## src/verilog/codec_init_defs.svh

```systemverilog
`ifndef CODEC_INIT_DEFS_SVH
`define CODEC_INIT_DEFS_SVH

// 7-bit codec bus address, write byte becomes 0x34
`define CODEC_DEV_ADDR 7'h1A

// System clocks per quarter bit, 2 or more
`define I2C_QTR_DIV 4

// Number of words in the power-up table
`define CODEC_INIT_WORDS 7

// APB byte offsets
`define REG_CTRL   8'h00
`define REG_STATUS 8'h04
`define REG_WORDS  8'h08

`endif

```

## src/verilog/codec_init_pkg.sv

```systemverilog
package codec_init_pkg;

    // Codec word is {reg_addr[6:0], data[8:0]}
    typedef logic [15:0] codec_word_t;
    typedef logic [2:0]  word_idx_t;    // Table index and word count
    typedef logic [7:0]  apb_addr_t;
    typedef logic [31:0] apb_data_t;

    typedef struct packed {
        logic      psel;
        logic      penable;
        logic      pwrite;
        apb_addr_t paddr;
        apb_data_t pwdata;
    } apb_req_t;

    typedef struct packed {
        apb_data_t prdata;
        logic      pslverr;
    } apb_rsp_t;

    typedef struct packed {
        logic scl;
        logic sda_o;
        logic sda_oe;   // High drives sda_o, low releases the line
    } i2c_pins_t;

    typedef struct packed {
        logic      busy;
        logic      done;      // Sticky until the next go
        logic      ack_err;
        word_idx_t err_idx;
    } init_status_t;

    typedef enum logic [2:0] {IDLE, START, BITS, STOP, GAP, NEXT} seq_state_e;

endpackage

```

## src/verilog/codec_apb_regs.sv

```systemverilog
`timescale 1ns/100ps
`include "codec_init_defs.svh"

module codec_apb_regs
    import codec_init_pkg::*;
(
    input  logic         i_clk,
    input  logic         i_rst_n,
    input  apb_req_t     i_apb,
    output apb_rsp_t     o_apb,
    input  init_status_t i_status,
    output logic         o_go,
    output word_idx_t    o_words
);

    logic      access;
    logic      wr_en;
    logic      rd_en;
    logic      hit_ctrl;
    logic      hit_status;
    logic      hit_words;
    logic      mapped;
    word_idx_t words_q;
    word_idx_t words_d;
    apb_data_t rd_data;

    assign access = i_apb.psel && i_apb.penable;    // Always ready, one access cycle
    assign wr_en  = access && i_apb.pwrite;
    assign rd_en  = access && !i_apb.pwrite;

    assign hit_ctrl   = (i_apb.paddr == `REG_CTRL);
    assign hit_status = (i_apb.paddr == `REG_STATUS);
    assign hit_words  = (i_apb.paddr == `REG_WORDS);
    assign mapped     = hit_ctrl || hit_status || hit_words;

    // Count kept in 1..7
    always_comb begin
        if (i_apb.pwdata == '0) begin
            words_d = word_idx_t'(1);
        end else if (i_apb.pwdata > apb_data_t'(`CODEC_INIT_WORDS)) begin
            words_d = word_idx_t'(`CODEC_INIT_WORDS);
        end else begin
            words_d = i_apb.pwdata[2:0];
        end
    end

    always_ff @(posedge i_clk) begin
        if (!i_rst_n) begin
            words_q <= word_idx_t'(`CODEC_INIT_WORDS);
        end else if (wr_en && hit_words) begin
            words_q <= words_d;
        end
    end

    // Start request is dropped while a run is in progress
    assign o_go    = wr_en && hit_ctrl && i_apb.pwdata[0] && !i_status.busy;
    assign o_words = words_q;

    always_comb begin
        rd_data = '0;
        if (hit_status) begin
            rd_data = {25'd0, i_status.err_idx, 1'b0, i_status.ack_err,
                       i_status.done, i_status.busy};
        end else if (hit_words) begin
            rd_data = {29'd0, words_q};
        end
    end

    assign o_apb.prdata  = rd_en ? rd_data : '0;
    assign o_apb.pslverr = access && !mapped;

    // Go only in an access phase that follows a setup phase
    a_go_access: assert property (@(posedge i_clk) disable iff (!i_rst_n)
        o_go |-> i_apb.penable && $past(i_apb.psel && !i_apb.penable));

    a_go_accepted: assert property (@(posedge i_clk) disable iff (!i_rst_n)
        o_go |=> i_status.busy);

endmodule

```

## src/verilog/codec_init_fsm.sv

```systemverilog
`timescale 1ns/100ps
`include "codec_init_defs.svh"

module codec_init_fsm
    import codec_init_pkg::*;
(
    input  logic         i_clk,
    input  logic         i_rst_n,
    input  logic         i_go,
    input  word_idx_t    i_words,
    input  logic         i_bit_end,
    input  logic         i_frame_done,
    input  logic         i_nack,
    output logic         o_run,
    output word_idx_t    o_idx,
    output logic         o_load,
    output logic         o_cond_start,
    output logic         o_cond_stop,
    output logic         o_shift_en,
    output init_status_t o_status
);

    seq_state_e   state_q;
    word_idx_t    idx_q;
    word_idx_t    words_q;      // Count latched at go
    logic         load_q;
    logic         gap_q;        // Second gap bit
    logic         nack_q;
    init_status_t status_q;

    always_ff @(posedge i_clk) begin
        if (!i_rst_n) begin
            state_q  <= IDLE;
            idx_q    <= '0;
            words_q  <= '0;
            load_q   <= 1'b0;
            gap_q    <= 1'b0;
            nack_q   <= 1'b0;
            status_q <= '0;
        end else begin
            load_q <= 1'b0;
            case (state_q)
                IDLE: begin
                    if (i_go) begin
                        state_q          <= START;
                        load_q           <= 1'b1;
                        idx_q            <= '0;
                        words_q          <= i_words;
                        status_q.busy    <= 1'b1;
                        status_q.done    <= 1'b0;
                        status_q.ack_err <= 1'b0;
                        status_q.err_idx <= '0;
                    end
                end
                START: if (i_bit_end) state_q <= BITS;
                BITS: begin
                    if (i_frame_done) begin
                        state_q <= STOP;
                        nack_q  <= i_nack;
                    end
                end
                STOP: begin
                    if (i_bit_end) begin
                        state_q <= GAP;
                        gap_q   <= 1'b0;
                    end
                end
                GAP: begin
                    if (i_bit_end) begin
                        gap_q <= 1'b1;
                        if (gap_q) state_q <= NEXT;
                    end
                end
                NEXT: begin
                    if (nack_q) begin
                        // Abort, remember which word failed
                        state_q          <= IDLE;
                        status_q.busy    <= 1'b0;
                        status_q.done    <= 1'b1;
                        status_q.ack_err <= 1'b1;
                        status_q.err_idx <= idx_q;
                    end else if (idx_q == words_q - 1'b1) begin
                        state_q       <= IDLE;
                        status_q.busy <= 1'b0;
                        status_q.done <= 1'b1;
                    end else begin
                        state_q <= START;
                        load_q  <= 1'b1;
                        idx_q   <= idx_q + 1'b1;
                    end
                end
                default: state_q <= IDLE;
            endcase
        end
    end

    // Run drops in NEXT to realign the timer
    assign o_run        = (state_q inside {START, BITS, STOP, GAP});
    assign o_idx        = idx_q;
    assign o_load       = load_q;
    assign o_cond_start = (state_q == START);
    assign o_cond_stop  = (state_q == STOP);
    assign o_shift_en   = (state_q == BITS);
    assign o_status     = status_q;

    // Word is latched in START before the timer has finished any bit
    a_load_in_start: assert property (@(posedge i_clk) disable iff (!i_rst_n)
        o_load |-> (state_q == START) && !i_bit_end);

    // ROM index stays inside the table while the bus is active
    a_idx_in_table: assert property (@(posedge i_clk) disable iff (!i_rst_n)
        o_run |-> (o_idx < word_idx_t'(`CODEC_INIT_WORDS)));

endmodule

```

## src/verilog/codec_init_rom.sv

```systemverilog
`timescale 1ns/100ps
`include "codec_init_defs.svh"

module codec_init_rom
    import codec_init_pkg::*;
(
    input  word_idx_t   i_idx,
    output codec_word_t o_word
);

    // Anything past the table end reads the last entry
    always_comb begin
        case (i_idx)
            3'd0:    o_word = 16'h1E00;   // Reset
            3'd1:    o_word = 16'h0815;   // Analogue path, DAC selected
            3'd2:    o_word = 16'h0A00;   // Digital path
            3'd3:    o_word = 16'h0C00;   // Power down, all on
            3'd4:    o_word = 16'h0E42;   // Interface format, master, I2S
            3'd5:    o_word = 16'h1019;   // Sampling control
            3'd6:    o_word = 16'h1201;   // Active
            default: o_word = 16'h1201;
        endcase
    end

endmodule

```

## src/verilog/codec_init_top.sv

```systemverilog
`timescale 1ns/100ps

module codec_init_top (
    input  logic                        i_clk,
    input  logic                        i_rst_n,
    input  codec_init_pkg::apb_req_t    i_apb,
    output codec_init_pkg::apb_rsp_t    o_apb,
    input  logic                        i_sda,
    output codec_init_pkg::i2c_pins_t   o_i2c
);

    codec_init_pkg::init_status_t status;
    codec_init_pkg::word_idx_t    words;
    codec_init_pkg::word_idx_t    idx;
    codec_init_pkg::codec_word_t  word;
    logic                         go;
    logic                         run;
    logic                         load;
    logic                         cond_start;
    logic                         cond_stop;
    logic                         shift_en;
    logic                         qtick;
    logic [1:0]                   quarter;
    logic                         bit_end;
    logic                         frame_done;
    logic                         nack;

    codec_apb_regs regs_i (
        .i_clk    (i_clk),
        .i_rst_n  (i_rst_n),
        .i_apb    (i_apb),
        .o_apb    (o_apb),
        .i_status (status),
        .o_go     (go),
        .o_words  (words)
    );

    codec_init_fsm fsm_i (
        .i_clk        (i_clk),
        .i_rst_n      (i_rst_n),
        .i_go         (go),
        .i_words      (words),
        .i_bit_end    (bit_end),
        .i_frame_done (frame_done),
        .i_nack       (nack),
        .o_run        (run),
        .o_idx        (idx),
        .o_load       (load),
        .o_cond_start (cond_start),
        .o_cond_stop  (cond_stop),
        .o_shift_en   (shift_en),
        .o_status     (status)
    );

    i2c_bit_timer timer_i (
        .i_clk     (i_clk),
        .i_rst_n   (i_rst_n),
        .i_run     (run),
        .o_qtick   (qtick),
        .o_quarter (quarter),
        .o_bit_end (bit_end)
    );

    codec_init_rom rom_i (
        .i_idx  (idx),
        .o_word (word)
    );

    i2c_frame_shifter shifter_i (
        .i_clk        (i_clk),
        .i_rst_n      (i_rst_n),
        .i_load       (load),
        .i_word       (word),
        .i_qtick      (qtick),
        .i_quarter    (quarter),
        .i_cond_start (cond_start),
        .i_cond_stop  (cond_stop),
        .i_shift_en   (shift_en),
        .i_sda        (i_sda),
        .o_pins       (o_i2c),
        .o_frame_done (frame_done),
        .o_nack       (nack)
    );

endmodule

```

## src/verilog/i2c_bit_timer.sv

```systemverilog
`timescale 1ns/100ps
`include "codec_init_defs.svh"

module i2c_bit_timer (
    input  logic       i_clk,
    input  logic       i_rst_n,
    input  logic       i_run,
    output logic       o_qtick,
    output logic [1:0] o_quarter,
    output logic       o_bit_end
);

    localparam int DIV   = `I2C_QTR_DIV;
    localparam int DIV_W = $clog2(DIV);

    logic [DIV_W-1:0] div_cnt;
    logic [1:0]       quarter_q;

    // Both counters restart whenever run drops, so each frame starts at quarter 0
    always_ff @(posedge i_clk) begin
        if (!i_rst_n) begin
            div_cnt   <= '0;
            quarter_q <= 2'd0;
        end else if (!i_run) begin
            div_cnt   <= '0;
            quarter_q <= 2'd0;
        end else if (o_qtick) begin
            div_cnt   <= '0;
            quarter_q <= quarter_q + 2'd1;
        end else begin
            div_cnt <= div_cnt + 1'b1;
        end
    end

    // Tick on the last clock of each quarter
    assign o_qtick   = (div_cnt == DIV_W'(DIV - 1));
    assign o_quarter = quarter_q;
    assign o_bit_end = o_qtick && (quarter_q == 2'd3);

    // Run only falls on a bit end, so the divider has already wrapped
    a_no_tick_idle: assert property (@(posedge i_clk) disable iff (!i_rst_n)
        !i_run |-> !o_qtick);

endmodule

```

## src/verilog/i2c_frame_shifter.sv

```systemverilog
`timescale 1ns/100ps
`include "codec_init_defs.svh"

module i2c_frame_shifter
    import codec_init_pkg::*;
(
    input  logic        i_clk,
    input  logic        i_rst_n,
    input  logic        i_load,
    input  codec_word_t i_word,
    input  logic        i_qtick,
    input  logic [1:0]  i_quarter,
    input  logic        i_cond_start,
    input  logic        i_cond_stop,
    input  logic        i_shift_en,
    input  logic        i_sda,
    output i2c_pins_t   o_pins,
    output logic        o_frame_done,
    output logic        o_nack
);

    localparam logic [7:0] ADDR_BYTE = {`CODEC_DEV_ADDR, 1'b0};
    localparam logic [4:0] LAST_SLOT = 5'd26;

    logic [26:0] frame_q;   // MSB is the slot on the bus
    logic [4:0]  slot_q;
    logic        nack_q;
    i2c_pins_t   pins_q;
    logic        ack_slot;
    logic        tick0;
    logic        tick1;
    logic        tick2;
    logic        tick3;

    assign ack_slot = (slot_q == 5'd8) || (slot_q == 5'd17) || (slot_q == LAST_SLOT);

    assign tick0 = i_qtick && (i_quarter == 2'd0);
    assign tick1 = i_qtick && (i_quarter == 2'd1);
    assign tick2 = i_qtick && (i_quarter == 2'd2);
    assign tick3 = i_qtick && (i_quarter == 2'd3);

    // ACK positions hold 1 so the line is released there
    always_ff @(posedge i_clk) begin
        if (i_load) begin
            frame_q <= {ADDR_BYTE, 1'b1, i_word[15:8], 1'b1, i_word[7:0], 1'b1};
        end else if (i_shift_en && tick3) begin
            frame_q <= {frame_q[25:0], 1'b1};
        end
    end

    always_ff @(posedge i_clk) begin
        if (!i_rst_n) begin
            pins_q <= '{scl: 1'b1, sda_o: 1'b1, sda_oe: 1'b0};
            slot_q <= 5'd0;
            nack_q <= 1'b0;
        end else begin
            if (i_load) begin
                slot_q <= 5'd0;
                nack_q <= 1'b0;
            end
            // START: SDA falls with SCL high
            if (i_cond_start) begin
                if (tick0) begin
                    pins_q.scl    <= 1'b1;
                    pins_q.sda_o  <= 1'b1;
                    pins_q.sda_oe <= 1'b1;
                end
                if (tick1) pins_q.sda_o <= 1'b0;
                if (tick3) pins_q.scl <= 1'b0;
            end
            if (i_shift_en) begin
                if (tick0) begin
                    pins_q.sda_oe <= !ack_slot;        // Codec owns SDA in ACK slots
                    if (!ack_slot) pins_q.sda_o <= frame_q[26];
                end
                if (tick1) pins_q.scl <= 1'b1;
                if (tick2 && ack_slot) nack_q <= nack_q | i_sda;   // High means NACK
                if (tick3) begin
                    pins_q.scl <= 1'b0;
                    slot_q     <= slot_q + 5'd1;
                end
            end
            // STOP: SDA rises with SCL high, then released
            if (i_cond_stop) begin
                if (tick0) begin
                    pins_q.sda_o  <= 1'b0;
                    pins_q.sda_oe <= 1'b1;
                end
                if (tick1) pins_q.scl <= 1'b1;
                if (tick2) pins_q.sda_o <= 1'b1;
                if (tick3) pins_q.sda_oe <= 1'b0;
            end
        end
    end

    assign o_pins       = pins_q;
    assign o_nack       = nack_q;
    assign o_frame_done = i_shift_en && tick3 && (slot_q == LAST_SLOT);

    // Data only moves while SCL is low, outside START and STOP
    a_sda_stable: assert property (@(posedge i_clk) disable iff (!i_rst_n)
        (pins_q.sda_o != $past(pins_q.sda_o)) |->
            (!$past(pins_q.scl) || $past(i_cond_start || i_cond_stop)));

endmodule
```

## config.mk

```make
export PLATFORM = sky130hd
export DESIGN_NAME = codec_init_top
export DESIGN_NICKNAME = d
export VERILOG_FILES = /design/src/verilog/codec_init_pkg.sv /design/src/verilog/codec_apb_regs.sv /design/src/verilog/codec_init_fsm.sv /design/src/verilog/codec_init_rom.sv /design/src/verilog/codec_init_top.sv /design/src/verilog/i2c_bit_timer.sv /design/src/verilog/i2c_frame_shifter.sv
export VERILOG_INCLUDE_DIRS = /design/src /design/src/verilog
export SDC_FILE = /design/constraint.sdc
export NUM_CORES = 1
export LEC_CHECK = 0
export CORE_ASPECT_RATIO = 1.5
export CORE_MARGIN = 4
export CORE_UTILIZATION = 50
export DETAILED_ROUTE_END_ITERATION = 10
export DONT_BUFFER_PORTS = 1
export GPL_TIMING_DRIVEN = 1
export SKIP_LAST_GASP = 1
export SLEW_MARGIN = 10
export SYNTH_ARGS = -nofsm -noshare
export SYNTH_HDL_FRONTEND = slang
export SYNTH_HIERARCHICAL = 1
export SYNTH_SLANG_ARGS = --single-unit
```

## constraint.sdc

```tcl
create_clock -name i_clk -period 3 [get_ports i_clk]
set_clock_uncertainty 0.05 [all_clocks]
set_input_delay 0.6 -clock i_clk [delete_from_list [all_inputs] [get_ports i_clk]]
set_output_delay 0.6 -clock i_clk [all_outputs]
set_load 0.05 [all_outputs]
```

==> reports/results.txt <==
status: finished, final reports clean
Die W: 76.80 um
vias per inst: 5.469
delay of the slowest critical-path stage: 0.57 ns
Inst Count DP: 472
CP Class: input pin to primary output
worst path required time: 2.35 ns
clock latency at the later pin of the worst-skew pair: 0.33 ns
Synth Area in Compound Gates: 13.39%
share of layout cells above drive strength 1: 10.49%
sequential share of power: 53.8%
final WL: 6559 um
Final Power: 1.539 mW
Final ANT Viol Nets: 0
Starting Density: 51.46%
worst slew pin tran: 0.8815 ns
Fin Setup TNS: 0 ns
Post-Synth Simple-Gate Area: 30.00%
Hold Buf Count CTS: 0
min-delay worst type: input pin to register
row count: 37
Layout Nets: 460
dpl cell area: 3471 um^2
cell-internal power: 1.154 mW
largest cells by area after synthesis: dfxtp_1 (25%), edfxtp_1 (14%), nand2_1 (8.6%)
Peak VDD IR: 0.2634 mV
minimum clock period: 2.576 ns
Syn Area/Cell: 8.743 um^2
switching pwr: 0.3850 mW
Slowest-stage cell, CP: or4_4
adder-cell share of the synthesized area: 3.172%
Slew Viols, Final: 0
initial antenna violation count: 0
antenna diode count: 0
Root Buffer Master: clkbuf_8
WL/cell: 13.44 um
Tot GR Track Use: 15.69%
die footprint: 8539 um^2
post-synthesis instance area: 3550 um^2
GRT overflow: 0
die height: 111.2 um
finished layout cell area: 3640 um^2
Synth Register Bits: 60
Critical Path Start Type: input pin
EDFF count, synth: 16
Yosys warnings: 6
Remaining DRCs: 0
largest net degree at the start of global routing: 35
count of different cell masters after synthesis: 70
Post-Synth XOR/XNOR Area: 2.185%
multiplexer share of the synthesized area: 1.269%
CTS Buf Count: 9
Lkg Pwr: 1.387 nW
fillers: 655
commonest non-fill, non-tap cells in the layout: nand2_1 (81), dfxtp_1 (44), conb_1 (32)
Max Cap Viol: 0
final instance count without filler cells: 488
Reg area: 1361 um^2
Port-buffer cells: 0
Clock transition at path regs: 0.06 ns
Sw Ratio: 25.02%
setup violators final: 0
PostCTS Resize Cnt: 0
CP arrival: 1.93 ns
Logic pwr share: 6.1%
clock network fraction of design power: 40.1%
Worst Path Max Fanout: 8
core area: 6898 um^2
DP HPWL: 4721 um
CTS tree: built
max_slew headroom: 41.02%
drt first pass iters: 4
sequential area share after synthesis: 38.35%
maximum clock insertion buffer count: 2
global-route wire length before repair: 11030 um
Setup Buffers After CTS: 0
CP cell instances: or4_4, or3_1, nor2_1, buf_4
area leader, netlist: dfxtp_1
Synth top area share: 24.81%
fin crit share: 85.87%
async set-reset flop share out of synthesis: 0%
vias in the first global route: 2518
TritonCTS Sinks: 60
global placement routability congestion: 0.7777
CP endpoint kind: primary output
commonest non-fill, non-tap cell in the layout: nand2_1
PD cells: 422.9 nW/um^2
Area growth, synth to finish: 2.538%
Cells after Synth: 406
FMAX: 388.2 MHz
largest family of logic cells by synthesized area: simple AND/OR/NAND/NOR gates
Top FF cell, synth: dfxtp_1
Final Hold Vio Count: 0
RSZ-0062 raised after global routing: no
DR iter-0 viols: 124
area of the multi-input gates: 1896 um^2
Vias: 2669
H-Tree Depth: 3
Ports: 82
## flip-flops by register name, indices dropped and copies added, names as in the netlist, 2 cells and up
name and cells:
fsm_i/state_q 3, fsm_i/o_idx 3, timer_i/o_quarter 2, fsm_i/o_status 6, shifter_i/slot_q 5, timer_i/div_cnt 2, shifter_i/o_pins 3, regs_i/o_words 3
shifter_i/frame_q 26, fsm_i/words_q 3
## layout make-up
| type | instances | share of cell area (%) |
|---|---|---|
| Tap cell | 78 | 2.681 |
| Multi-Input combinational cell | 314 | 52.08 |
| Clock buffer | 11 | 3.885 |
| Inverter | 9 | 0.9282 |
| Timing Repair Buffer | 11 | 2.269 |
| Sequential cell | 60 | 37.40 |
| Clock inverter | 5 | 0.7563 |
## cells by family (layout without fill, tap and decap cells)
logic type	Yosys count	in the layout
flops	60	60
buf+inv	62	36
xor+xnor	7	7
compound gates	73	73
mux	4	4
other cells	2	32
fa+ha+maj	9	9
simple gates	189	189
## critical path: cells and delay by family
family | cells | cell delay (ns)
simple gates | 3 | 1.12
buf+inv | 1 | 0.20
## cell usage after synthesis, drive strengths merged (7+ instances only)
master / n
nor4: 9
clkbuf: 8
or3: 7
nor2: 18
nand2: 82
nand3b: 8
buf: 44
nand3: 13
inv: 9
edfxtp: 16
nor2b: 10
o21ai: 22
a21boi: 11
dfxtp: 44
a21oi: 13
ha: 9
## power groups by stage
stage	Combinational (mW)	Clock, mW	Sequential [mW]
3_3_place_gp	0.0933	0	0.846
2_1_floorplan	0.127	0	0.846
4_1_cts	0.0935	0.646	0.828
5_1_grt	0.0991	0.677	0.827
6_report	0.0946	0.617	0.828
3_5_place_dp	0.0935	0	0.846
## worst paths after layout
kind	from	end	slack, ns	cells after the start
worst max-delay path	i_apb[33]	o_apb[3]	0.42	4
worst max register to register	fsm_i/o_status[5]	fsm_i/o_idx[1]	0.66	6
worst min register to register	shifter_i/frame_q[18]	shifter_i/frame_q[19]	0.41	2
worst min-delay path	i_rst_n	shifter_i/o_pins[2]	0.29	1
## metal layers
metal	vias up	part of all wire, %	GRT usage (%)
li1	1363	-	-
met1	1229	43	18.33
met2	68	51	26.08
met3	9	4.6	4.715
met4	0	1.6	7.255
met5	-	0	0
## stage by stage
stage	setup slack, ns	util [%]	hold slack (ns)
6_report	0.4240	52.77	0.2899
5_1_grt	0.3549	52.77	0.2628
3_5_place_dp	0.2935	50.32	0.3999
3_3_place_gp	0.3334	50.32	0.3956
2_1_floorplan	0.04588	-	0.3821
4_1_cts	0.4174	52.77	0.2639
Power figures use the tool's default switching activity.
